**config.mk**
```make
export PLATFORM = sky130hd
export DESIGN_NAME = hilbertDelayLine
export DESIGN_NICKNAME = d
export VERILOG_FILES = /design/src/hilbertPkg.sv /design/src/hilbertDelayLine.sv
export VERILOG_INCLUDE_DIRS = /design/src /design/src/src
export SDC_FILE = /design/constraint.sdc
export NUM_CORES = 1
export LEC_CHECK = 0
export ABC_AREA = 1
export BUFFER_PORTS_ARGS = -buffer_cell sky130_fd_sc_hd__buf_2
export CORE_ASPECT_RATIO = 0.7
export CORE_MARGIN = 2
export CORE_UTILIZATION = 30
export CTS_CLUSTER_DIAMETER = 100
export DETAILED_ROUTE_END_ITERATION = 7
export HOLD_SLACK_MARGIN = 0.06
export PLACE_DENSITY = 0.46
export SLEW_MARGIN = 20
export SYNTH_ARGS = -nofsm -noshare
export SYNTH_HDL_FRONTEND = slang
export SYNTH_SLANG_ARGS = --single-unit
```
**constraint.sdc**
```tcl
create_clock -name clock -period 0.8 [get_ports clock]
set_clock_uncertainty 0.15 [all_clocks]
set_input_delay 0.08 -clock clock [delete_from_list [all_inputs] [get_ports clock]]
set_output_delay 0.08 -clock clock [all_outputs]
set_load 0.01 [all_outputs]
```
**src/hilbertCfg_cfg.svh**
```systemverilog
`ifndef HILBERT_CFG_SVH
`define HILBERT_CFG_SVH

// Build-time configuration of the Hilbert transformer.

// Number of filter taps.
// It must be odd so that the centre tap falls on a whole sample.
// The centre tap index is (HT_LENGTH - 1) / 2.
`define HT_LENGTH 27

// Width of the input samples and of the coefficients.
// Products and sums are carried at twice this width.
`define HT_DATA_WIDTH 18

`endif

```
**src/hilbertPkg.sv**
```systemverilog
`default_nettype none

`include "hilbertCfg_cfg.svh"

package hilbertPkg;

	// Signed real input sample.
	typedef logic signed [`HT_DATA_WIDTH - 1:0] sample_t;

	// Signed filter coefficient, same width as a sample.
	typedef logic signed [`HT_DATA_WIDTH - 1:0] coeff_t;

	// Signed output word.
	// Products and the tap sum live here and wrap on overflow.
	typedef logic signed [2 * `HT_DATA_WIDTH - 1:0] wide_t;

	// Real and quadrature halves of one output sample.
	// Both halves always leave the block together.
	typedef struct packed {
		wide_t re;
		wide_t im;
	} analytic_t;

	// One coefficient on its way from the ROM into the FIR.
	// The value only counts while valid is high.
	typedef struct packed {
		logic   valid;
		coeff_t value;
	} coeffBeat_t;

	// Controller states.
	typedef enum logic [1:0] {
		IDLE,
		LOAD_COEFF,
		RUN,
		STOP
	} htState_e;

endpackage

`default_nettype wire

```
**src/hilbertDelayLine.sv**
```systemverilog
`timescale 1ns/1ns
`default_nettype none

`include "hilbertCfg_cfg.svh"

module hilbertDelayLine import hilbertPkg::*; (
	input  logic    clock,
	input  logic    rstN,
	input  logic    clear,
	input  logic    running,
	input  sample_t dataIn,
	output wide_t   realOut
);

	localparam int CENTRE = (`HT_LENGTH - 1) / 2;

	// Stage 0 holds the newest sample and stage CENTRE the one CENTRE samples older.
	sample_t delayReg [CENTRE + 1];

	// Same shift and clear rules as the FIR history.
	always_ff @(posedge clock or negedge rstN) begin
		if (!rstN) begin
			for (int n = 0; n <= CENTRE; n++) begin
				delayReg[n] <= '0;
			end
		end else begin
			if (running) begin
				delayReg[0] <= dataIn;
			end else if (clear) begin
				delayReg[0] <= '0;
			end
			for (int n = 1; n <= CENTRE; n++) begin
				if (clear) begin
					delayReg[n] <= '0;
				end else if (running) begin
					delayReg[n] <= delayReg[n - 1];
				end
			end
		end
	end

	// The output register stands in for the FIR sum register.
	// The shift by W-2 matches the gain built into the coefficients.
	always_ff @(posedge clock or negedge rstN) begin
		if (!rstN) begin
			realOut <= '0;
		end else begin
			realOut <= wide_t'(delayReg[CENTRE]) <<< (`HT_DATA_WIDTH - 2);
		end
	end

endmodule

`default_nettype wire

```
==> summary.md <==
| Metric | Value |
|---|---|
| Final setup fails | 296 |
| Drt drc | 0 |
| CP top delay family | flip-flops |
| Leading area contributor after synthesis | dfrtp_1 |
| Post-Synth Simple-Gate Area | 29.9% |
| Clk_lat worst skew | between 0.5 and 0.6 ns |
| Max FO, Critical Path | 3 |
| Initial detailed-routing violation count | ~440 |
| Number of global-route vias before repair | roughly 7400 |
| Pre-antenna DRT Iters | 4 |
| Worst Setup End Kind | output pin |
| Crit-path cells | buf_2 |
| Adder-cell share of the synthesized area | 0% |
| Worst-Margin Slew | roughly 1 ns |
| Multiplexer share of the synthesized area | 0% |
| All-Layer GR Usage | about an eighth |
| Placed cell count | 1605 |
| Power density over the cells | 2170 mW/mm^2 |
| Slowest stage delay, CP | ~0.38 ns |
| Remaining Overflow, GRT | 0 |
| Starting Density | between 30% and 40% |
| CP Launch Type | register |
| Final Hold Viols | 138 |
| Largest net degree at the start of global routing | 70 |
| CTS H-Tree Depth | 1 |
| CP required | 0.57 ns |
| IO Port Bufs | between 40 and 50 |
| Post-Syn Area | between 0.01 and 0.015 mm^2 |
| Slew Limit Fails | 0 |
| Peak VDD IR | ~1.4 mV |
| XOR/XNOR share of the synthesized area | 0% |
| Failing checks | hold timing, setup timing |
| Setup bufs post-CTS | 0 |
| Utilization after layout | between 30% and 40% |
| Clock Root Buffer | clkbuf_16 |
| Routability cong. | ~0.7 |
| Synth Instances | about 1100 |
| Final critical-path setup slack | -0.492 ns |
| Share of post-route cells with drive strength above 1 | between 15 and 20% |
| Clk slew on worst S/H paths | approximately 0.07 ns |
| Antenna Cells | 0 |
| Fin cells | about 1700 |
| Routed WL | between 20000 and 25000 um |
| Worst hold margin | -0.186 ns |
| Leakage | slightly below 7 nW |
| Synth cell types | 11 |
| Fmax | 774 MHz |
| HPWL Detailed | approximately 13000 um |
| Area contributors post-synth | dfrtp_1 64%, nand2_1 19%, nand3_1 11% |
| Chip width | approximately 230 um |
| Max_cap viols | 0 |
| Post-DRT Antenna Nets | 0 |
| Syn Area/Cell | ~9.4 um^2 |
| CP max-delay cell | dfrtp_1 |
| Antenna violations before repair | 0 |
| Via Count | between 7000 and 8000 |
| CTS Sinks | between 200 and 300 |
| RSZ-0062 raised after global routing | yes |
| Num CTS Buffers | 26 |
| Core box area | between 0.03 and 0.04 mm^2 |
| CP Class | reg -> out |
| Die ar. | 0.0367 mm^2 |
| Drt via density | roughly 4.4 |
| Worst path bufs/invs | 1 |
| Min-Delay Path Class | in -> reg |
| Final worst-path cycle share | 162% |
| Die Ht | around 160 um |
| Rel. slew slack | 31.3% |
| Total power | ~28 mW |
| Layout area overhead | 22.8% |
| IO Pins | 58 |
| Avg WL per Cell | ~13 um |
| First-pass GRT wire length | roughly 37000 um |
| Largest family of logic cells by synthesized area | simple AND/OR/NAND/NOR gates |
| YS warnings | 0 |
| # nets final | 1202 |
| Status | finished with violations |
| Fin crit period | 1.29 ns |
| Yosys reg bits | 270 |
| Maximum clock path buffer count | 3 |
| CP Data Arrival Time | ~1.1 ns |
| Compound-gate portion of the synthesized area | 0% |
| Seq/Total Area, Yosys | approximately 64% |
| Cell Rows | 57 |
| Post-synth top area share | between 60% and 70% |
| CTS tree | done |
-- worst paths after layout --
path                                from            end  slack (ns)  depth (start not counted)
min                                clear  delayReg[108]       -0.19                          4
max                          realOut[33]    realOut[35]       -0.49                          1
max in group asynchronous           rstN   delayReg[49]       -0.46                          3
min in group asynchronous           rstN    realOut[23]        0.08                          2
min reg2reg                  delayReg[0]    realOut[16]        0.23                          0
max reg2reg                delayReg[134]  delayReg[116]       -0.01                          2
-- logic make-up (layout without fill, tap and decap cells) --
kind of cell,count (synthesis),count (layout)
and+or+nand+nor,757,757
DFF,270,270
buffers and inverters,99,157
other,1,16
-- cell type report --
class	count	area, um^2
flip-flops and latches	270	6760
repair buffers	108	1190
well taps	472	591
fillers	3544	21700
inverters	1	8.76
multi-input cells	773	3530
clock inverters	9	101
clock buffers	39	761
-- per-layer routing --
layer,vias up,wire [um],track usage [%]
li1,3678,-,-
met1,3575,11500,17.8
met2,59,9270,18.0
met3,36,578,2.38
met4,0,558,3.45
met5,-,0,0
-- synth_stat cells (all sizes together) --
cell type,count
inv,1
nor2,1
conb,1
nand3,234
clkbuf,8
buf,90
dfrtp,270
nand2,522
-- state kept, by name, indices dropped and copies added (netlist names) --
signal	cells
delayReg	252
realOut	18
-- power breakdown --
part	internal [mW]	switching [mW]	total (mW)
clock network	7.22	5.32	12.5
registers	13.8	0.0838	13.9
logic	0.583	1.11	1.70
-- placed cells by master, fill, tap and decap left out, types with 3 or more instances in the layout --
master	Yosys	final
nand2_1	522	515
dfrtp_1	270	270
nand3_1	234	173
nand3_2	0	61
buf_2	36	36
buf_12	0	32
clkbuf_16	0	27
dlygate4sd3_1	0	19
conb_1	1	16
buf_4	32	16
clkbuf_1	8	8
nand2_2	0	7
clkinv_2	0	5
clkbuf_8	0	5
buf_6	13	3
-- stage by stage --
stage               setup slack, ns  setup TNS (ns)  instance area [um^2]
floorplan                    -0.131          -26.36                 10800
global placement             -0.337          -67.32                 11600
detailed placement           -0.361          -67.27                 11600
CTS                          -0.527         -120.87                 12700
global route                 -0.590         -144.55                 12900
finish                       -0.492         -113.61                 12900
-- what timing repair did --
item	in CTS	in global routing
pin swaps	7	147
setup endpoints to repair	40	457
endpoints found under the hold margin	522	516
hold buffers	19	1
gates resized for setup	16	55
(Power assumes the default switching activity.)
