[src/hilbertCfg_cfg.svh]
`ifndef HILBERT_CFG_SVH
`define HILBERT_CFG_SVH

// Build-time configuration of the Hilbert transformer.

// Number of filter taps.
// It must be odd so that the centre tap falls on a whole sample.
// The centre tap index is (HT_LENGTH - 1) / 2.
`define HT_LENGTH 27

// Width of the input samples and of the coefficients.
// Products and sums are carried at twice this width.
`define HT_DATA_WIDTH 18

`endif

[src/hilbertPkg.sv]
`default_nettype none

`include "hilbertCfg_cfg.svh"

package hilbertPkg;

	// Signed real input sample.
	typedef logic signed [`HT_DATA_WIDTH - 1:0] sample_t;

	// Signed filter coefficient, same width as a sample.
	typedef logic signed [`HT_DATA_WIDTH - 1:0] coeff_t;

	// Signed output word.
	// Products and the tap sum live here and wrap on overflow.
	typedef logic signed [2 * `HT_DATA_WIDTH - 1:0] wide_t;

	// Real and quadrature halves of one output sample.
	// Both halves always leave the block together.
	typedef struct packed {
		wide_t re;
		wide_t im;
	} analytic_t;

	// One coefficient on its way from the ROM into the FIR.
	// The value only counts while valid is high.
	typedef struct packed {
		logic   valid;
		coeff_t value;
	} coeffBeat_t;

	// Controller states.
	typedef enum logic [1:0] {
		IDLE,
		LOAD_COEFF,
		RUN,
		STOP
	} htState_e;

endpackage

`default_nettype wire

[src/hilbertCoeffRom.sv]
`timescale 1ns/1ns
`default_nettype none

`include "hilbertCfg_cfg.svh"

module hilbertCoeffRom import hilbertPkg::*; (
	input  logic       clock,
	input  logic       rstN,
	input  logic       loadCoeff,
	output coeffBeat_t coeffBeat,
	output logic       coeffDone
);

	localparam int  CENTRE = (`HT_LENGTH - 1) / 2;
	localparam int  IDX_W  = $clog2(`HT_LENGTH + 1);
	localparam real PI     = 3.14159265358979323846;

	// Ideal Hilbert response sampled at tap n.
	// Even offsets from the centre are zero, odd offsets follow 2/(pi*k).
	// The gain of 2^(W-2) keeps the largest tap well inside the signed range.
	function automatic coeff_t coeffAt(input int n);
		int  k;
		real v;
		k = n - CENTRE;
		if (k % 2 == 0) begin
			return '0;
		end
		v = (2.0 ** (`HT_DATA_WIDTH - 2)) * 2.0 / (PI * k);
		// The cast to int rounds to the nearest integer.
		return coeff_t'(int'(v));
	endfunction

	// Constant table, fixed at elaboration.
	coeff_t coeffTable [`HT_LENGTH];

	// Index of the next tap to send.
	logic [IDX_W - 1:0] tapIdx;

	for (genvar n = 0; n < `HT_LENGTH; n++) begin : genTable
		assign coeffTable[n] = coeffAt(n);
	end

	// The beat register doubles as the busy flag.
	// loadCoeff starts the walk with tap 0 on the very next edge.
	// After the last tap one idle cycle carries the coeffDone pulse.
	always_ff @(posedge clock or negedge rstN) begin
		if (!rstN) begin
			coeffBeat <= '0;
			coeffDone <= 1'b0;
			tapIdx    <= '0;
		end else begin
			coeffDone <= 1'b0;
			if (loadCoeff) begin
				coeffBeat.valid <= 1'b1;
				coeffBeat.value <= coeffTable[0];
				tapIdx          <= IDX_W'(1);
			end else if (coeffBeat.valid) begin
				if (tapIdx == IDX_W'(`HT_LENGTH)) begin
					// Every tap has gone out.
					coeffBeat <= '0;
					coeffDone <= 1'b1;
					tapIdx    <= '0;
				end else begin
					coeffBeat.value <= coeffTable[tapIdx];
					tapIdx          <= tapIdx + IDX_W'(1);
				end
			end
		end
	end

endmodule

`default_nettype wire

[config.mk]
export PLATFORM = sky130hd
export DESIGN_NAME = hilbertCoeffRom
export DESIGN_NICKNAME = d
export VERILOG_FILES = /design/src/hilbertPkg.sv /design/src/hilbertCoeffRom.sv
export VERILOG_INCLUDE_DIRS = /design/src /design/src/src
export SDC_FILE = /design/constraint.sdc
export NUM_CORES = 1
export LEC_CHECK = 0
export BUFFER_PORTS_ARGS = -buffer_cell sky130_fd_sc_hd__buf_2
export CORE_MARGIN = 1
export CORE_UTILIZATION = 35
export CTS_BUF_LIST = sky130_fd_sc_hd__clkbuf_8 sky130_fd_sc_hd__clkbuf_16
export DETAILED_ROUTE_END_ITERATION = 6
export PLACE_DENSITY = 0.55
export SYNTH_ARGS = -nofsm -noshare
export SYNTH_HDL_FRONTEND = slang
export SYNTH_SLANG_ARGS = --single-unit
export TNS_END_PERCENT = 20
[constraint.sdc]
create_clock -name clock -period 2.2 [get_ports clock]
set_input_delay 0.22 -clock clock [delete_from_list [all_inputs] [get_ports clock]]
set_output_delay 0.22 -clock clock [all_outputs]
set_load 0.03 [all_outputs]
==> results.yml, run 1 <==
timing:
  slew_viol_final: 0
  report.final.setup_viol: 0
  worst_pin_slew_ps: 516
  fin_crit_ps: 1770
  fin_ws_ps: 427
  rsz0062_at_grt: "no"
  post-route-period-util_pct: 80.6
  fin_skew_ps: 9.57
  tns_ps: 0
  fmax_ghz: 0.564
  finalHoldViolCount: 0
  max_slew_margin_pct: 65.6
  timing.hold.ws_ps: 330
die:
  die_width_um: 63.9
  dieHeight_um: 63.9
  num_rows: 22
  dieArea_sq_um: 4080
  coreArea_sq_um: 3660
  io-pin-count: 23
  start_util_pct: 36.6
placed_design:
  post-place-ws_ps: 466
  dp_hpwl_um: 2170
  dpl-instance-area_sq_um: 1450
  port_buffers: 22
  place_congestion: 0.881
synth:
  synthTopCellsByArea: "dfrtp_1 41%, a21oi_1 6.0%, o21ai_0 4.5%, nand2_1 3.9%, ha_1 3.7%"
  ys.flop_type: "dfrtp_1"
  avgSynthCellArea_sq_um: 8.82
  ys_seq_area_share_pct: 41.1
  synth_edf_count: 0
  yosysTopAreaCell: "dfrtp_1"
  syn_area_sq_um: 1340
  yosysMostFrequentCell: "dfrtp_1"
  netlist.area_leader.share_pct: 41.1
  async_reset_ff_share_pct: 100
  ys_top_cells_by_count: "22 x dfrtp_1, 16 x a21oi_1, 14 x nand2_1, 12 x o21ai_0, 9 x nor2_1"
  synth_cell_types: 42
  ys.warnings.count: 0
  ys_ff_latch: 22
  synth_fp_nets: 159
  synthCells: 152
clock_tree:
  cts-root-buf: "clkbuf_8"
  cts_sinks: 22
  cts_tree: "done"
  h-tree-depth: 1
  clk_pin_slew_ps: 80
  insertion_delay_ps: 260
  cts_resized: 0
  clock_path_buffers: 2
  cts_buffers: 3
  post_cts_buffers: 0
  holdBufCountCts: 1
worst_setup_path:
  critical_path_buf_inv_count: 1
  path_delay_family: "compound AO/OA/AOI/OAI gates"
  reg2reg_depth: 6
  startpoint_type: "flop"
  endpoint_kind: "flop"
  rr_startpoint: "tapIdx[0]"
  critical_path_arrival_ps: 1970
  slowest_delay_ps: 450
  r2r_setup_slack_ps: 430
  crit_slowest_cell: "dfrtp_1"
  crit_chain: "inv_1, ha_1, nand2b_1, a211o_1, a31oi_1, a211o_1"
  critical_path_required_ps: 2400
  path_common_cell: "a211o_1"
  critPathKind: "reg -> reg"
  r2r-end: "coeffBeat[4]"
  crit_fanout: 10
global_routing:
  grt_pass1_wl_um: 5180
  antenna_found_initial: 0
  met3_usage_pct: 2.32
  grt_max_degree: 23
  met2_usage_pct: 25.8
  overflow: 0
  grt_pass1_vias: 1099
  grtUsageTotal_pct: 16.4
  grt.busiest_layer: "met2"
  grtUsageMet1_pct: 22.0
min_path:
  holdPathStages: 2
  hp-start: "loadCoeff"
  hold_end: "tapIdx[2]"
  hp-class: "in -> reg"
layout:
  finalInstanceArea_sq_um: 1500
  drive_gt1_share_pct: 22.8
  area_growth_pct: 11.8
  antenna_cells: 0
  n_fill_cell: 369
  fin_nets: 176
drt:
  detail_route.wl_per_cell_um: 14.1
  firstDrtPassIters: 4
  antenna_left: 0
  vias: 1165
  drt_wl_total_um: 3040
  drc_errors: 0
  vias_per_cell: 5.42
  drt_iter0_drc: 47
power:
  p_per_area_nw_per_um2: 623
  max-vdd-ir-drop_v: 0.000301
  p_leak_uw: 0.000643
run_status:
  status: "complete, no violations"
run:
  maxCapViolations: 0
==> how the worst max path moves through the flow <==
stage,slack (ps),end,cells past startpoint,start
after floorplan,520,coeffBeat[11],8,tapIdx[0]
after global placement,550,coeffBeat[4],6,tapIdx[0]
after detailed placement,470,coeffBeat[4],6,tapIdx[0]
after CTS,450,coeffBeat[4],6,tapIdx[0]
after global routing,310,coeffBeat[4],6,tapIdx[0]
final,430,coeffBeat[4],6,tapIdx[0]
==> sequential cells by signal, summed over array words and instances (netlist names) <==
register	cells
coeffBeat	16
tapIdx	5
coeffDone	1
==> power by group <==
group | internal (uW) | switching, uW | leakage, uW
sequential | 432 | 28.5 | 0.000262
combinational | 81.0 | 145 | 0.000359
clock | 122 | 125 | 0.0000216
==> worst reg2reg max path: cells and delay by family, from the launching register on <==
| family | cells | cell delay, ps |
|---|---|---|
| AOI/OAI and AO/OA | 3 | 560 |
| adders and majority gates | 1 | 390 |
| buffers and inverters | 1 | 180 |
| DFF | 1 | 450 |
| and+or+nand+nor | 1 | 140 |
==> cell type report <==
| type | count | area [sq um] | share of cell area (%) |
|---|---|---|---|
| Clock buffer | 3 | 41.3 | 2.76 |
| Sequential cell | 22 | 551 | 36.8 |
| Tap cell | 48 | 60.1 | 4.01 |
| Multi-Input combinational cell | 108 | 669 | 44.7 |
| Inverter | 7 | 26.3 | 1.75 |
| Timing Repair Buffer | 27 | 150 | 10.0 |
==> per-layer routing <==
metal	up-vias	wire [um]
met3	8	129
met2	29	1370
li1	573	-
met5	-	0
met4	0	66
met1	555	1470
==> placed cells by master (no fill, tap or decap), drive strengths merged, types with 2 or more instances in the layout <==
cell    synthesis  routed
nor3b           2       2
or2             3       3
a211o           3       3
o21ai          15      15
clkbuf          3       3
nand2          15      15
buf            12      26
ha              4       4
inv             7       7
a31oi           2       2
o22ai           4       4
nor4            2       2
nand3           4       4
nor3            2       2
nor2           10      10
a21oi          16      16
dfrtp          22      22
nand2b          7       7
a22o            2       2
a32o            2       2
==> cells by family after synthesis <==
group           after synthesis  share of synthesized area, %
fa+ha+maj                     4                          3.73
buf+inv                      22                          8.96
compound gates               54                          26.3
flops                        22                          41.1
simple gates                 50                          19.9
==> stage by stage <==
stage | util (%) | cells | power [uW]
after floorplan | - | 152 | 639
after global placement | 39.5 | 211 | 692
after detailed placement | 39.5 | 211 | 693
after CTS | 40.9 | 215 | 948
after global routing | 40.9 | 215 | 996
final | 40.9 | 215 | 934
Note: power is estimated with default switching activity, not from simulation.
==> inputs of run 2 (changes only) <==
clock period = 1.7 ns   (was 2.2 ns; I/O delays follow)
==> results.yml, run 2 (synthesis gave the netlist of run 1 again) <==
run_status:
  status: "complete, no violations"
timing:
  report.final.setup_viol: 0
  worst_pin_slew_ps: 502
  fin_crit_ps: 1610
  tns_ps: 0
  max_slew_margin_pct: 66.5
  slew_viol_final: 0
  fin_skew_ps: 4.10
  post-route-period-util_pct: 94.9
  fmax_ghz: 0.620
  timing.hold.ws_ps: 276
  finalHoldViolCount: 0
layout:
  top_register: "coeffBeat"
  drive_gt1_share_pct: 27.8
  n_fill_cell: 375
  fin_nets: 184
  finalNonFillerCells: 224
  mostFrequentLayoutCells: "22 x dfrtp_1, 22 x buf_2, 16 x a21oi_1"
  post-route-util_pct: 43.3
  top_regs: "coeffBeat x16, tapIdx x5, coeffDone x1"
  largest_reg_flops: 16
  antenna_cells: 0
  area_growth_pct: 18.4
global_routing:
  overflow: 0
  grt_max_degree: 23
  grt_pass1_wl_um: 5390
  grtUsageTotal_pct: 16.6
  antenna_found_initial: 0
  grt_pass1_vias: 1138
die:
  start_util_pct: 36.6
  num_rows: 22
  coreArea_sq_um: 3660
  dieArea_sq_um: 4080
  io-pin-count: 23
  die_width_um: 63.9
  dieHeight_um: 63.9
placed_design:
  post-place-cells: 219
  port_buffers: 22
  dp_hpwl_um: 2440
  place_congestion: 0.967
min_path:
  hp-start: "loadCoeff"
  hp-class: "in -> reg"
clock_tree:
  cts_tree: "done"
  clk_pin_slew_ps: 80
  cts_buffers: 3
  clock_path_buffers: 2
  h-tree-depth: 1
  insertion_delay_ps: 260
  post_cts_buffers: 0
  cts-root-buf: "clkbuf_8"
  cts_sinks: 22
drt:
  vias_per_cell: 5.42
  vias: 1214
  antenna_left: 0
  detail_route.wl_per_cell_um: 15.0
  drc_errors: 0
  firstDrtPassIters: 4
  drt_wl_total_um: 3370
  drt_iter0_drc: 65
worst_setup_path:
  startpoint: "tapIdx[0]"
  crit_fanout: 8
  critical_path_buf_inv_count: 1
  startpoint_type: "flop"
  slowest_delay_ps: 440
  endpoint_kind: "flop"
  rr_startpoint: "tapIdx[0]"
  critical_path_required_ps: 1910
  critical_path_arrival_ps: 1820
  crit_chain: "inv_1, ha_4, nand2b_1, a211o_1, a31oi_1, a211o_1"
  path_delay_family: "compound AO/OA/AOI/OAI gates"
  critPathKind: "reg -> reg"
  path_common_cell: "a211o_1"
  crit_slowest_cell: "dfrtp_1"
power:
  p_total_uw: 1300
  p_per_area_nw_per_um2: 820
  p_leak_uw: 0.000689
  max-vdd-ir-drop_v: 0.000426
run:
  maxCapViolations: 0
-- run 2: worst register-to-register path, delay by kind of cell, from the launching register on --
family	cells	cell delay [ps]
buf+inv	1	200
simple gates	1	90
flops	1	440
fa+ha+maj	1	220
compound gates	3	600
-- run 2: layout make-up --
type	count	area [sq um]	area share, %
Inverter	7	26.3	1.66
Tap cell	48	60.1	3.79
Clock buffer	4	55.1	3.47
Timing Repair Buffer	35	210	13.2
Sequential cell	22	551	34.7
Multi-Input combinational cell	108	684	43.1
-- run 2: through the flow --
step | cell area [sq um] | setup WS [ps]
floorplan | 1340 | 15.2
global route | 1590 | -5.03
CTS | 1570 | 79.1
global placement | 1510 | 160
detailed placement | 1510 | 27.0
finish | 1590 | 87.0
-- run 2: repair_timing --
action                                  CTS  global route
hold buffers                              1             0
endpoints found under the setup margin    1             1
resized for setup                         1             2
endpoints found under the hold margin    22             0
-- run 2: path summary, 6_finish.rpt --
kind | depth (start not counted) | end | slack [ps]
max in group asynchronous | 2 | coeffBeat[6] | 960
worst min register to register | 1 | coeffBeat[3] | 500
worst max-delay path | 6 | coeffBeat[4] | 90
worst min-delay path | 2 | tapIdx[2] | 280
worst max register to register | 6 | coeffBeat[4] | 90
min in group asynchronous | 2 | coeffBeat[10] | 400
-- run 2: layer usage --
layer | share of wire, % | track usage [%]
met1 | 47 | 22.9
met5 | 0 | 0
met2 | 48 | 27.3
met3 | 4.0 | 2.68
met4 | 0.39 | 3.69
-- run 2: power by group --
part,total (uW),switching [uW],internal [uW],leakage [uW]
Clock,384,178,207,0.0000288
Sequential,593,33.9,559,0.000262
Combinational,324,203,121,0.000398
Total,1300,415,887,0.000689
