$ cat config.mk
export PLATFORM = sky130hd
export DESIGN_NAME = hilbertControl
export DESIGN_NICKNAME = d
export VERILOG_FILES = /design/src/hilbertPkg.sv /design/src/hilbertControl.sv
export VERILOG_INCLUDE_DIRS = /design/src /design/src/src
export SDC_FILE = /design/constraint.sdc
export NUM_CORES = 1
export LEC_CHECK = 0
export ABC_AREA = 1
export BUFFER_PORTS_ARGS = -buffer_cell sky130_fd_sc_hd__buf_2
export CELL_PAD_IN_SITES_DETAIL_PLACEMENT = 0
export CELL_PAD_IN_SITES_GLOBAL_PLACEMENT = 2
export CORE_MARGIN = 2
export CORE_UTILIZATION = 26
export CTS_BUF_LIST = sky130_fd_sc_hd__clkbuf_4
export DETAILED_ROUTE_END_ITERATION = 7
export PLACE_DENSITY = 0.85
export SETUP_SLACK_MARGIN = 0.1
export SLEW_MARGIN = 40
export SYNTH_ARGS = -nofsm -noshare
export SYNTH_HDL_FRONTEND = slang
export SYNTH_SLANG_ARGS = --single-unit
$ cat constraint.sdc
create_clock -name clock -period 1.7 [get_ports clock]
set_input_delay 0 -clock clock [delete_from_list [all_inputs] [get_ports clock]]
set_output_delay 0 -clock clock [all_outputs]
set_load 0.02 [all_outputs]
$ cat src/hilbertCfg_cfg.svh
`ifndef HILBERT_CFG_SVH
`define HILBERT_CFG_SVH

// Build-time configuration of the Hilbert transformer.

// Number of filter taps.
// It must be odd so that the centre tap falls on a whole sample.
// The centre tap index is (HT_LENGTH - 1) / 2.
`define HT_LENGTH 27

// Width of the input samples and of the coefficients.
// Products and sums are carried at twice this width.
`define HT_DATA_WIDTH 18

`endif

$ cat src/hilbertPkg.sv
`default_nettype none

`include "hilbertCfg_cfg.svh"

package hilbertPkg;

	// Signed real input sample.
	typedef logic signed [`HT_DATA_WIDTH - 1:0] sample_t;

	// Signed filter coefficient, same width as a sample.
	typedef logic signed [`HT_DATA_WIDTH - 1:0] coeff_t;

	// Signed output word.
	// Products and the tap sum live here and wrap on overflow.
	typedef logic signed [2 * `HT_DATA_WIDTH - 1:0] wide_t;

	// Real and quadrature halves of one output sample.
	// Both halves always leave the block together.
	typedef struct packed {
		wide_t re;
		wide_t im;
	} analytic_t;

	// One coefficient on its way from the ROM into the FIR.
	// The value only counts while valid is high.
	typedef struct packed {
		logic   valid;
		coeff_t value;
	} coeffBeat_t;

	// Controller states.
	typedef enum logic [1:0] {
		IDLE,
		LOAD_COEFF,
		RUN,
		STOP
	} htState_e;

endpackage

`default_nettype wire

$ cat src/hilbertControl.sv
`timescale 1ns/1ns
`default_nettype none

module hilbertControl import hilbertPkg::*; (
	input  logic      clock,
	input  logic      rstN,
	input  logic      enable,
	input  logic      stopDataIn,
	input  logic      coeffDone,
	input  wide_t     realOut,
	input  wide_t     firOut,
	output logic      loadCoeff,
	output logic      running,
	output logic      clear,
	output logic      outValid,
	output analytic_t dataOut
);

	htState_e state;

	// Tracks running through the two datapath stages.
	// outValid follows one more register behind.
	logic [1:0] validPipe;

	always_ff @(posedge clock or negedge rstN) begin
		if (!rstN) begin
			state     <= IDLE;
			loadCoeff <= 1'b0;
			running   <= 1'b0;
			clear     <= 1'b0;
			outValid  <= 1'b0;
			validPipe <= '0;
			dataOut   <= '0;
		end else begin
			// Both strobes are single-cycle pulses.
			loadCoeff <= 1'b0;
			clear     <= 1'b0;
			case (state)
				IDLE: begin
					dataOut <= '0;
					if (enable) begin
						state     <= LOAD_COEFF;
						loadCoeff <= 1'b1;
					end
				end
				// The ROM is streaming taps into the FIR here.
				LOAD_COEFF: begin
					dataOut <= '0;
					if (coeffDone) begin
						state   <= RUN;
						running <= 1'b1;
						clear   <= 1'b1;
					end
				end
				RUN: begin
					if (stopDataIn) begin
						// Drop everything on the same edge and flush the history.
						state     <= STOP;
						running   <= 1'b0;
						clear     <= 1'b1;
						outValid  <= 1'b0;
						validPipe <= '0;
						dataOut   <= '0;
					end else begin
						validPipe <= {validPipe[0], 1'b1};
						outValid  <= validPipe[1];
						dataOut   <= '{re: realOut, im: firOut};
					end
				end
				// Wait for enable to drop before another load is allowed.
				STOP: begin
					dataOut <= '0;
					if (!enable) begin
						state <= IDLE;
					end
				end
				default: begin
					state <= IDLE;
				end
			endcase
		end
	end

endmodule

`default_nettype wire

==> flow_metrics.tcl, run 1 <==
set metrics [dict create \
    wl_met3_um 612 \
    insertedDiodeCount 0 \
    grt_usage_pct 12.2 \
    clk_path_buf_depth 2 \
    design_power_total_mw 4.92 \
    ios 153 \
    synthArstFlopShare_pct 100 \
    start_util_pct 26.6 \
    postRouteAntennaNets 0 \
    leakage_nw 2.91 \
    top_layer "met4" \
    crit_path_end_kind "flop" \
    drtIter0Drc 76 \
    wl_met2_um 3690 \
    area_growth_syn_to_layout_pct 62.1 \
    worstPathArrival_ps 1720 \
    cts-resized-gates 0 \
    synth.top_cells.by_count "81 x inv_1, 80 x dfrtp_1, 72 x nor2_1" \
    synthesis.nets 357 \
    syn_inst 274 \
    yosysSeqAreaShare_pct 69.7 \
    finalSetupViolations 0 \
    yosys_warnings 0 \
    clk_pin_slew_ps 120 \
    avgSynthCellArea_um2 10.5 \
    switching_share_pct 33.9 \
    cts_tree "done" \
    tns_ps 0 \
    synth_edf_count 0 \
    grt_max_degree 48 \
    fmaxAchievable_ghz 0.706 \
    routed_wl_um 7220 \
    dieArea_mm2 0.0119 \
    dpl.hpwl_um 4940 \
    final.period_utilization_pct 83.4 \
    path_common_cell "nand2_1" \
    combPwrFrac_pct 31.2 \
    fin_crit_ps 1420 \
    fin_skew_ps 17.0 \
    yosysMostFrequentCell "inv_1" \
    rsz0062_at_grt "false" \
    clock_latency_ps 400 \
    p_per_area_mw_per_mm2 1060 \
    synth.area.top_cells "dfrtp_1 70%, inv_1 11%, nor2_1 9.4%" \
    critPathTopFamily "flip-flops" \
    p_int_mw 3.25 \
    critPathSlowestCell "dfrtp_1" \
    dr.pass1.iters 4 \
    synth_top_area_share_pct 69.7 \
    netlist_area_mm2 0.00287 \
    cts_root_buf "clkbuf_4" \
    grt_pass1_vias 2635 \
    power_frac_seq_pct 47.0 \
    synth_top_flop_cell "dfrtp_1" \
    antenna_found_initial 0 \
    drv_cap 0 \
    nets 592 \
    maxSlewHeadroom_pct 69.6 \
    fp.dieH_um 109 \
    tightest_slew_ps 455 \
    peakVddDrop_mv 0.538 \
    path_cells "inv_1 > ha_1 > o21ai_0 > nand2_1 > nand2_1 > nand2_1" \
    min_path_type "in2async" \
    hold_violations 0 \
    worstSetupStartpointType "flop" \
    critPathRequiredTime_ps 2000 \
    grt_overflow_total 0 \
    die_w_um 109 \
    rows 38 \
    critPathKind "reg2reg" \
    dpl.cell_count 562 \
    slowest_delay_ps 460 \
    netSwitchingPower_mw 1.67 \
    grt_pass1_wl_um 11100 \
    numCtsBuffers 9 \
    postCtsSetupRepairBufs 0 \
    fin_cells 654 \
    crit_buf_inv 1 \
    crit_fanout 5 \
    drive_gt1_share_pct 33.7 \
    status "finished, final reports clean" \
    wl_met1_um 2830 \
    clkPwrFrac_pct 21.8 \
    cts.sinks 80 \
    coreArea_mm2 0.0108 \
    yosysTopAreaCell "dfrtp_1" \
    portBuffers 152 \
    vias 2480 \
    htreeDepth 3 \
    drv_slew 0 \
    globalplace.congestion 0.699 \
    synth_cell_type_count 13 \
    drc 0 \
    synth_seq_cells 80 \
    vias_per_cell 3.79 \
    wire_per_inst_um 11.0 \
    hold_buffers 76 \
]
-- sequential cells by signal, indices dropped and copies added, names as in the netlist --
signal,count
dataOut,72
state,2
validPipe,2
clear,1
loadCoeff,1
outValid,1
running,1
-- power groups by stage --
stage                     logic [mW]  clock network [mW]  registers, mW
final                           1.53                1.07           2.31
after global routing            1.71                1.23           2.34
after CTS                       1.57                1.15           2.32
after detailed placement        1.43                   0           2.36
after global placement          1.40                   0           2.34
after floorplan                0.586                   0           2.69
-- layer usage --
layer | track usage, % | vias up
li1 | - | 1222
met1 | 13.1 | 1160
met2 | 22.0 | 90
met3 | 4.18 | 8
met4 | 4.67 | 0
met5 | 0 | -
-- metrics by stage --
step	instance area (µm²)	worst slack, ps	util, %	hold slack, ps
4_1_cts	4660	281	43.2	40.5
5_1_grt	4660	119	43.2	53.3
3_3_place_gp	3760	387	34.9	-25.0
3_5_place_dp	3760	304	34.9	-17.4
2_1_floorplan	2870	481	-	-296
6_report	4660	283	43.2	66.5
-- worst reg2reg max path, cell delays in order (launching register included) --
cell and delay [ps]:
dfrtp_1 460, inv_1 110, ha_1 210, o21ai_0 300
nand2_1 120, nand2_1 70, nand2_1 50
-- logic make-up (layout without fill, tap and decap cells) --
| group | Yosys count | count (layout) | share of synthesized area [%] |
|---|---|---|---|
| simple gates | 94 | 94 | 12.7 |
| buf+inv | 89 | 329 | 14.1 |
| flops | 80 | 80 | 69.7 |
| fa+ha+maj | 6 | 6 | 2.61 |
| compound gates | 5 | 5 | 1.00 |
-- layout by cell type, fill, tap and decap left out --
master | netlist | layout
inv_2 | 1 | 1
nand2_2 | 1 | 1
or2_2 | 2 | 2
nor2_1 | 72 | 72
dlygate4sd3_1 | 0 | 76
buf_4 | 0 | 2
clkbuf_4 | 0 | 10
inv_6 | 0 | 1
buf_2 | 0 | 151
o22ai_1 | 1 | 1
nand3_1 | 3 | 3
buf_12 | 0 | 2
clkinv_2 | 0 | 1
o21ai_0 | 3 | 3
a21boi_0 | 1 | 1
clkinvlp_4 | 0 | 1
nand2_1 | 16 | 16
ha_1 | 6 | 6
clkinv_1 | 0 | 2
dfrtp_1 | 80 | 80
bufinv_16 | 0 | 1
inv_1 | 81 | 81
-- worst paths after layout --
check / start / endpoint / slack [ps] / cells after the start
max in group asynchronous: rstN / dataOut[22]$_DFF_PN0_ / 1010 / 3
setup reg to reg: state[1]$_DFFE_PN0P_ / state[0]$_DFFE_PN0P_ / 280 / 6
min in group clock: firOut[25] / dataOut[25]$_DFF_PN0_ / 330 / 4
hold / removal: rstN / dataOut[13]$_DFF_PN0_ / 70 / 2
hold reg to reg: running$_DFFE_PN0P_ / running$_DFFE_PN0P_ / 510 / 2
setup / recovery: state[1]$_DFFE_PN0P_ / state[0]$_DFFE_PN0P_ / 280 / 6
-- area by class of cell --
cell class / instances / area, µm²
Fill cell: 1054 / 6130
Sequential cell: 80 / 2000
Timing Repair Buffer: 231 / 1570
Multi-Input combinational cell: 105 / 468
Inverter: 82 / 308
Tap cell: 140 / 175
Clock buffer: 10 / 75.1
Clock inverter: 6 / 58.8
No activity file was read; power rests on OpenSTA's default activity.
==> inputs of run 2 (changes only) <==
==> constraint.sdc (replaced) <==
create_clock -name clock -period 1.5 [get_ports clock]
set_input_delay 0 -clock clock [delete_from_list [all_inputs] [get_ports clock]]
set_output_delay 0 -clock clock [all_outputs]
set_load 0.02 [all_outputs]
==> run 2 against run 1 <==
Clock skew is essentially flat. Largest power group unchanged. First-iteration DRC count shrank 25%. Core utilization grew 0.54 points. Clock-buffer cell count grew 2. Sequential share of layout area shrank 0.54 points. Global-route usage grew 0.51 points. Sequential cell count is the same.
==> flow_metrics.tcl, run 2 (synthesized netlist as in run 1, its figures left out) <==
set metrics [dict create \
    fp.dieH_um 109 \
    nets 597 \
    hold_violations 0 \
    critPathKind "reg2reg" \
    area_growth_syn_to_layout_pct 64.1 \
    worstPathArrival_ps 1620 \
    dr.pass1.iters 4 \
    cts.sinks 80 \
    grt_usage_pct 12.7 \
    clock_latency_ps 410 \
    clk_path_buf_depth 2 \
    tns_ps 0 \
    vias 2488 \
    cts_root_buf "clkbuf_4" \
    drv_slew 0 \
    dieArea_mm2 0.0119 \
    grt_overflow_total 0 \
    reg_top3 "dataOut: 72 flops, state: 2 flops, validPipe: 2 flops" \
    dpl.hpwl_um 5010 \
    layout_commonest_cell "buf_2" \
    fin_skew_ps 17.0 \
    drtIter0Drc 57 \
    crit_fanout 3 \
    path_cells "buf_4 > ha_1 > or2_2 > nand3_1 > nand2_1" \
    routed_wl_um 7420 \
    antenna_found_initial 0 \
    p_per_area_mw_per_mm2 1210 \
    critPathRequiredTime_ps 1800 \
    rows 38 \
    ios 153 \
    rrSetupSlack_ps 180 \
    grt_pass1_wl_um 11500 \
    rsz0062_at_grt "false" \
    drc 0 \
    fin_cells 658 \
    dpl.cell_count 564 \
    tightest_slew_ps 319 \
    maxSlewHeadroom_pct 78.7 \
    coreArea_mm2 0.0108 \
    critPathSlowestCell "dfrtp_1" \
    crit_path_end_kind "flop" \
    die_w_um 109 \
    layout_common_cells "151 x buf_2, 80 x inv_1, 80 x dfrtp_1" \
    fin_crit_ps 1320 \
    status "finished, final reports clean" \
    cts_tree "done" \
    start_util_pct 26.6 \
    slowest_delay_ps 420 \
    globalplace.congestion 0.700 \
    largest_register_ffs 72 \
    vias_per_cell 3.78 \
    finalSetupViolations 0 \
    drive_gt1_share_pct 34.9 \
    leakage_nw 2.94 \
    portBuffers 152 \
    htreeDepth 3 \
    design_power_total_mw 5.69 \
    grt_pass1_vias 2578 \
    numCtsBuffers 9 \
    grt_max_degree 42 \
    wire_per_inst_um 11.3 \
    postRouteAntennaNets 0 \
    drv_cap 0 \
    min_path_type "in2reg" \
    worstSetupStartpointType "flop" \
    fmaxAchievable_ghz 0.758 \
    max_flop_register "dataOut" \
    final.period_utilization_pct 87.9 \
    clk_pin_slew_ps 120 \
    peakVddDrop_mv 0.593 \
    insertedDiodeCount 0 \
]
==> run 2: repair_timing <==
action / 4_1_cts / 5_1_grt
setup buffers: 0 / 2
pin swaps: 0 / 0
hold buffers: 77 / 0
gates resized for setup: 1 / 3
endpoints found under the setup margin: 1 / 16
hold endpoints to repair: 159 / 0
==> run 2: path summary, 6_finish.rpt <==
path                       cells past startpoint                     to            startpoint
max in group asynchronous                      4  dataOut[61]$_DFF_PN0_                  rstN
setup / recovery                               5    running$_DFFE_PN0P_  state[0]$_DFFE_PN0P_
hold / removal                                 4  dataOut[23]$_DFF_PN0_            firOut[23]
setup reg to reg                               5    running$_DFFE_PN0P_  state[0]$_DFFE_PN0P_
min in group asynchronous                      3  dataOut[13]$_DFF_PN0_                  rstN
hold reg to reg                                2    running$_DFFE_PN0P_   running$_DFFE_PN0P_
==> run 2: area by class of cell <==
cell class / instances / area [µm²]
Clock buffer: 12 / 90.1
Clock inverter: 3 / 43.8
Fill cell: 1054 / 6080
Inverter: 82 / 308
Multi-Input combinational cell: 105 / 474
Sequential cell: 80 / 2000
Tap cell: 140 / 175
Timing Repair Buffer: 236 / 1620
==> run 2: where the power goes <==
group	internal [mW]	leakage (nW)	switching, mW
Clock	0.558	0.0774	0.681
Sequential	2.50	1.09	0.118
Combinational	0.742	1.77	1.10
Total	3.80	2.94	1.89
==> run 2: routing by layer <==
metal | global-route usage (%) | part of all wire, %
met1 | 13.3 | 38
met2 | 23.4 | 52
met3 | 3.29 | 7.8
met4 | 6.32 | 2.2
met5 | 0 | 0
==> run 2: worst max-delay path: cells and delay by family, from the launching register on <==
family	cells	cell delay (ps)
fa+ha+maj	1	220
buf+inv	1	140
flops	1	420
simple gates	3	420
==> run 2: metrics by stage <==
step	util [%]	area (µm²)	setup WS (ps)	hold WS, ps
6_report	43.7	4720	181	325
5_1_grt	43.7	4720	106	281
4_1_cts	43.5	4700	123	282
3_5_place_dp	35.1	3790	132	-78.0
3_3_place_gp	35.1	3790	201	-81.7
2_1_floorplan	-	2870	281	-296
==> inputs of run 3 (changes only) <==
--- a/config.mk
+++ b/config.mk
@@ -7,13 +7,12 @@
 export NUM_CORES = 1
 export LEC_CHECK = 0
 export ABC_AREA = 1
-export BUFFER_PORTS_ARGS = -buffer_cell sky130_fd_sc_hd__buf_2
 export CELL_PAD_IN_SITES_DETAIL_PLACEMENT = 0
 export CELL_PAD_IN_SITES_GLOBAL_PLACEMENT = 2
-export CORE_MARGIN = 2
-export CORE_UTILIZATION = 26
+export CORE_UTILIZATION = 37
 export CTS_BUF_LIST = sky130_fd_sc_hd__clkbuf_4
 export DETAILED_ROUTE_END_ITERATION = 7
+export DONT_BUFFER_PORTS = 1
 export PLACE_DENSITY = 0.85
 export SETUP_SLACK_MARGIN = 0.1
 export SLEW_MARGIN = 40
==> constraint.sdc (replaced) <==
create_clock -name clock -period 1.48 [get_ports clock]
set_input_delay 0 -clock clock [delete_from_list [all_inputs] [get_ports clock]]
set_output_delay 0 -clock clock [all_outputs]
set_load 0.02 [all_outputs]
==> run 3 against run 2 <==
The run now ends with hold timing left. Sequential cell count stayed put. Cell area is 17% lower. Cell count is 30% lower. Sequential share of layout area is 8.8 points higher. Clock skew is 5.8 ps lower. Power is 1.6% lower. Die area is 32% lower. Non-clock buffer count is 157 lower. Core utilization is 9.3 points higher. Routed wire length is 15% lower. Sequential power is 19% higher. First-iteration DRC count is 26% lower. Critical path type unchanged.
==> flow_metrics.tcl, run 3 (synthesized netlist as in run 1, its figures left out) <==
set metrics [dict create \
    tightest_slew_ps 240 \
    final.period_utilization_pct 88.9 \
    grt_max_degree 81 \
    rsz0062_at_grt "false" \
    design_area_mm2 0.00391 \
    numCtsBuffers 9 \
    critPathRequiredTime_ps 1800 \
    wire_per_inst_um 13.7 \
    drv_cap 0 \
    combPwrFrac_pct 18.3 \
    dpl.hpwl_um 3680 \
    cts.sinks 80 \
    max_flop_register "dataOut" \
    postRouteAntennaNets 0 \
    hold_violations 80 \
    dr.pass1.iters 4 \
    drive_gt1_share_pct 7.46 \
    largest_register_ffs 72 \
    layout_common_cells "80 x inv_1, 80 x dfrtp_1, 75 x dlygate4sd3_1" \
    finalSetupViolations 0 \
    grt_overflow_total 0 \
    worstPathArrival_ps 1640 \
    critPathKind "reg2reg" \
    violations "hold timing" \
    min_path_type "in2async" \
    vias_per_cell 4.23 \
    hold_ws_ps -742 \
    cts_tree "done" \
    die_w_um 90.1 \
    crit_path_end_kind "flop" \
    fin_crit_ps 1320 \
    grt_pass1_wl_um 9770 \
    routed_wl_um 6320 \
    clkPwrFrac_pct 26.1 \
    fin_skew_ps 11.2 \
    grt_pass1_vias 2084 \
    peakVddDrop_mv 0.759 \
    vias 1948 \
    clk_path_buf_depth 2 \
    antenna_found_initial 0 \
    drtIter0Drc 42 \
    rows 31 \
    fp.dieH_um 90.1 \
    portBuffers 0 \
    coreArea_mm2 0.00737 \
    insertedDiodeCount 0 \
    nets 440 \
    tns_ps 0 \
    globalplace.congestion 0.680 \
    cts_root_buf "clkbuf_4" \
    drv_slew 0 \
    area_growth_syn_to_layout_pct 35.9 \
    p_int_mw 3.73 \
    dieArea_mm2 0.00812 \
    clk_pin_slew_ps 140 \
    fmaxAchievable_ghz 0.760 \
    reg_top3 "dataOut: 72 flops, state: 2 flops, validPipe: 2 flops" \
    htreeDepth 3 \
    grt_usage_pct 15.7 \
    maxSlewHeadroom_pct 83.9 \
    power_frac_seq_pct 55.6 \
    status "finished with violations" \
    leakage_nw 2.23 \
    crit_fanout 25 \
    drc 0 \
    ios 153 \
    fill_cells 638 \
    clock_latency_ps 410 \
    p_per_area_mw_per_mm2 1430 \
    worstSetupStartpointType "flop" \
    place_area_mm2 0.00294 \
    switching_share_pct 33.5 \
    start_util_pct 39.0 \
    netSwitchingPower_mw 1.87 \
    hold_buffers 75 \
]
-- run 3: final timing paths --
kind / start / endpoint / slack (ps) / cells after the start
worst max register to register: state[0]$_DFFE_PN0P_ / dataOut[55]$_DFF_PN0_ / 160 / 5
worst min-delay path: rstN / dataOut[64]$_DFF_PN0_ / -740 / 0
worst min register to register: validPipe[0]$_DFFE_PN0N_ / validPipe[0]$_DFFE_PN0N_ / 560 / 2
worst max-delay path: state[0]$_DFFE_PN0P_ / dataOut[55]$_DFF_PN0_ / 160 / 5
max in group asynchronous: rstN / dataOut[40]$_DFF_PN0_ / 2090 / 0
min in group clock: realOut[20] / dataOut[56]$_DFF_PN0_ / 230 / 3
-- run 3: final cells by class --
type,count,area (µm²),share of cell area [%]
sequential,80,2000,51.3
inverter,82,308,7.88
timing repair buffer,79,823,21.1
clock inverter,6,92.6,2.37
clock buffer,10,75.1,1.92
tap,99,124,3.17
multi-input combinational,105,480,12.3
-- run 3: metrics by stage --
step / power [mW] / utilization, % / setup WS [ps] / hold slack [ps] / instances
after global placement: 3.90 / 39.9 / 146 / -294 / 368
final: 5.60 / 53.0 / 165 / -742 / 461
after global routing: 5.93 / 53.0 / 95.3 / -794 / 461
after detailed placement: 3.93 / 39.9 / 110 / -294 / 368
after CTS: 5.59 / 52.4 / 130 / -785 / 459
after floorplan: 3.76 / - / 261 / -296 / 274
-- run 3: timing repair --
action | 4_1_cts | 5_1_grt
setup buffers | 0 | 1
gates resized for setup | 1 | 5
hold endpoints to repair | 160 | 80
pin swaps | 0 | 0
setup endpoints to repair | 2 | 49
cloned | 0 | 1
-- run 3: power groups by stage --
stage	Clock, mW	Sequential [mW]	Combinational [mW]
3_3_place_gp	0	3.15	0.752
6_report	1.46	3.11	1.02
4_1_cts	1.54	3.12	0.938
3_5_place_dp	0	3.15	0.778
2_1_floorplan	0	3.09	0.673
5_1_grt	1.63	3.15	1.16
-- run 3: layer usage --
layer	track usage (%)	share of wire (%)
met5	0	0
met4	10.1	3.1
met1	17.0	42
met3	4.74	7.3
met2	26.7	48
-- run 3: worst max-delay path: stages, from the launching register on --
cell     delay (ps)
dfrtp_1         440
inv_1           150
ha_2            240
nand2_4         100
buf_12          180
nor2_1          130
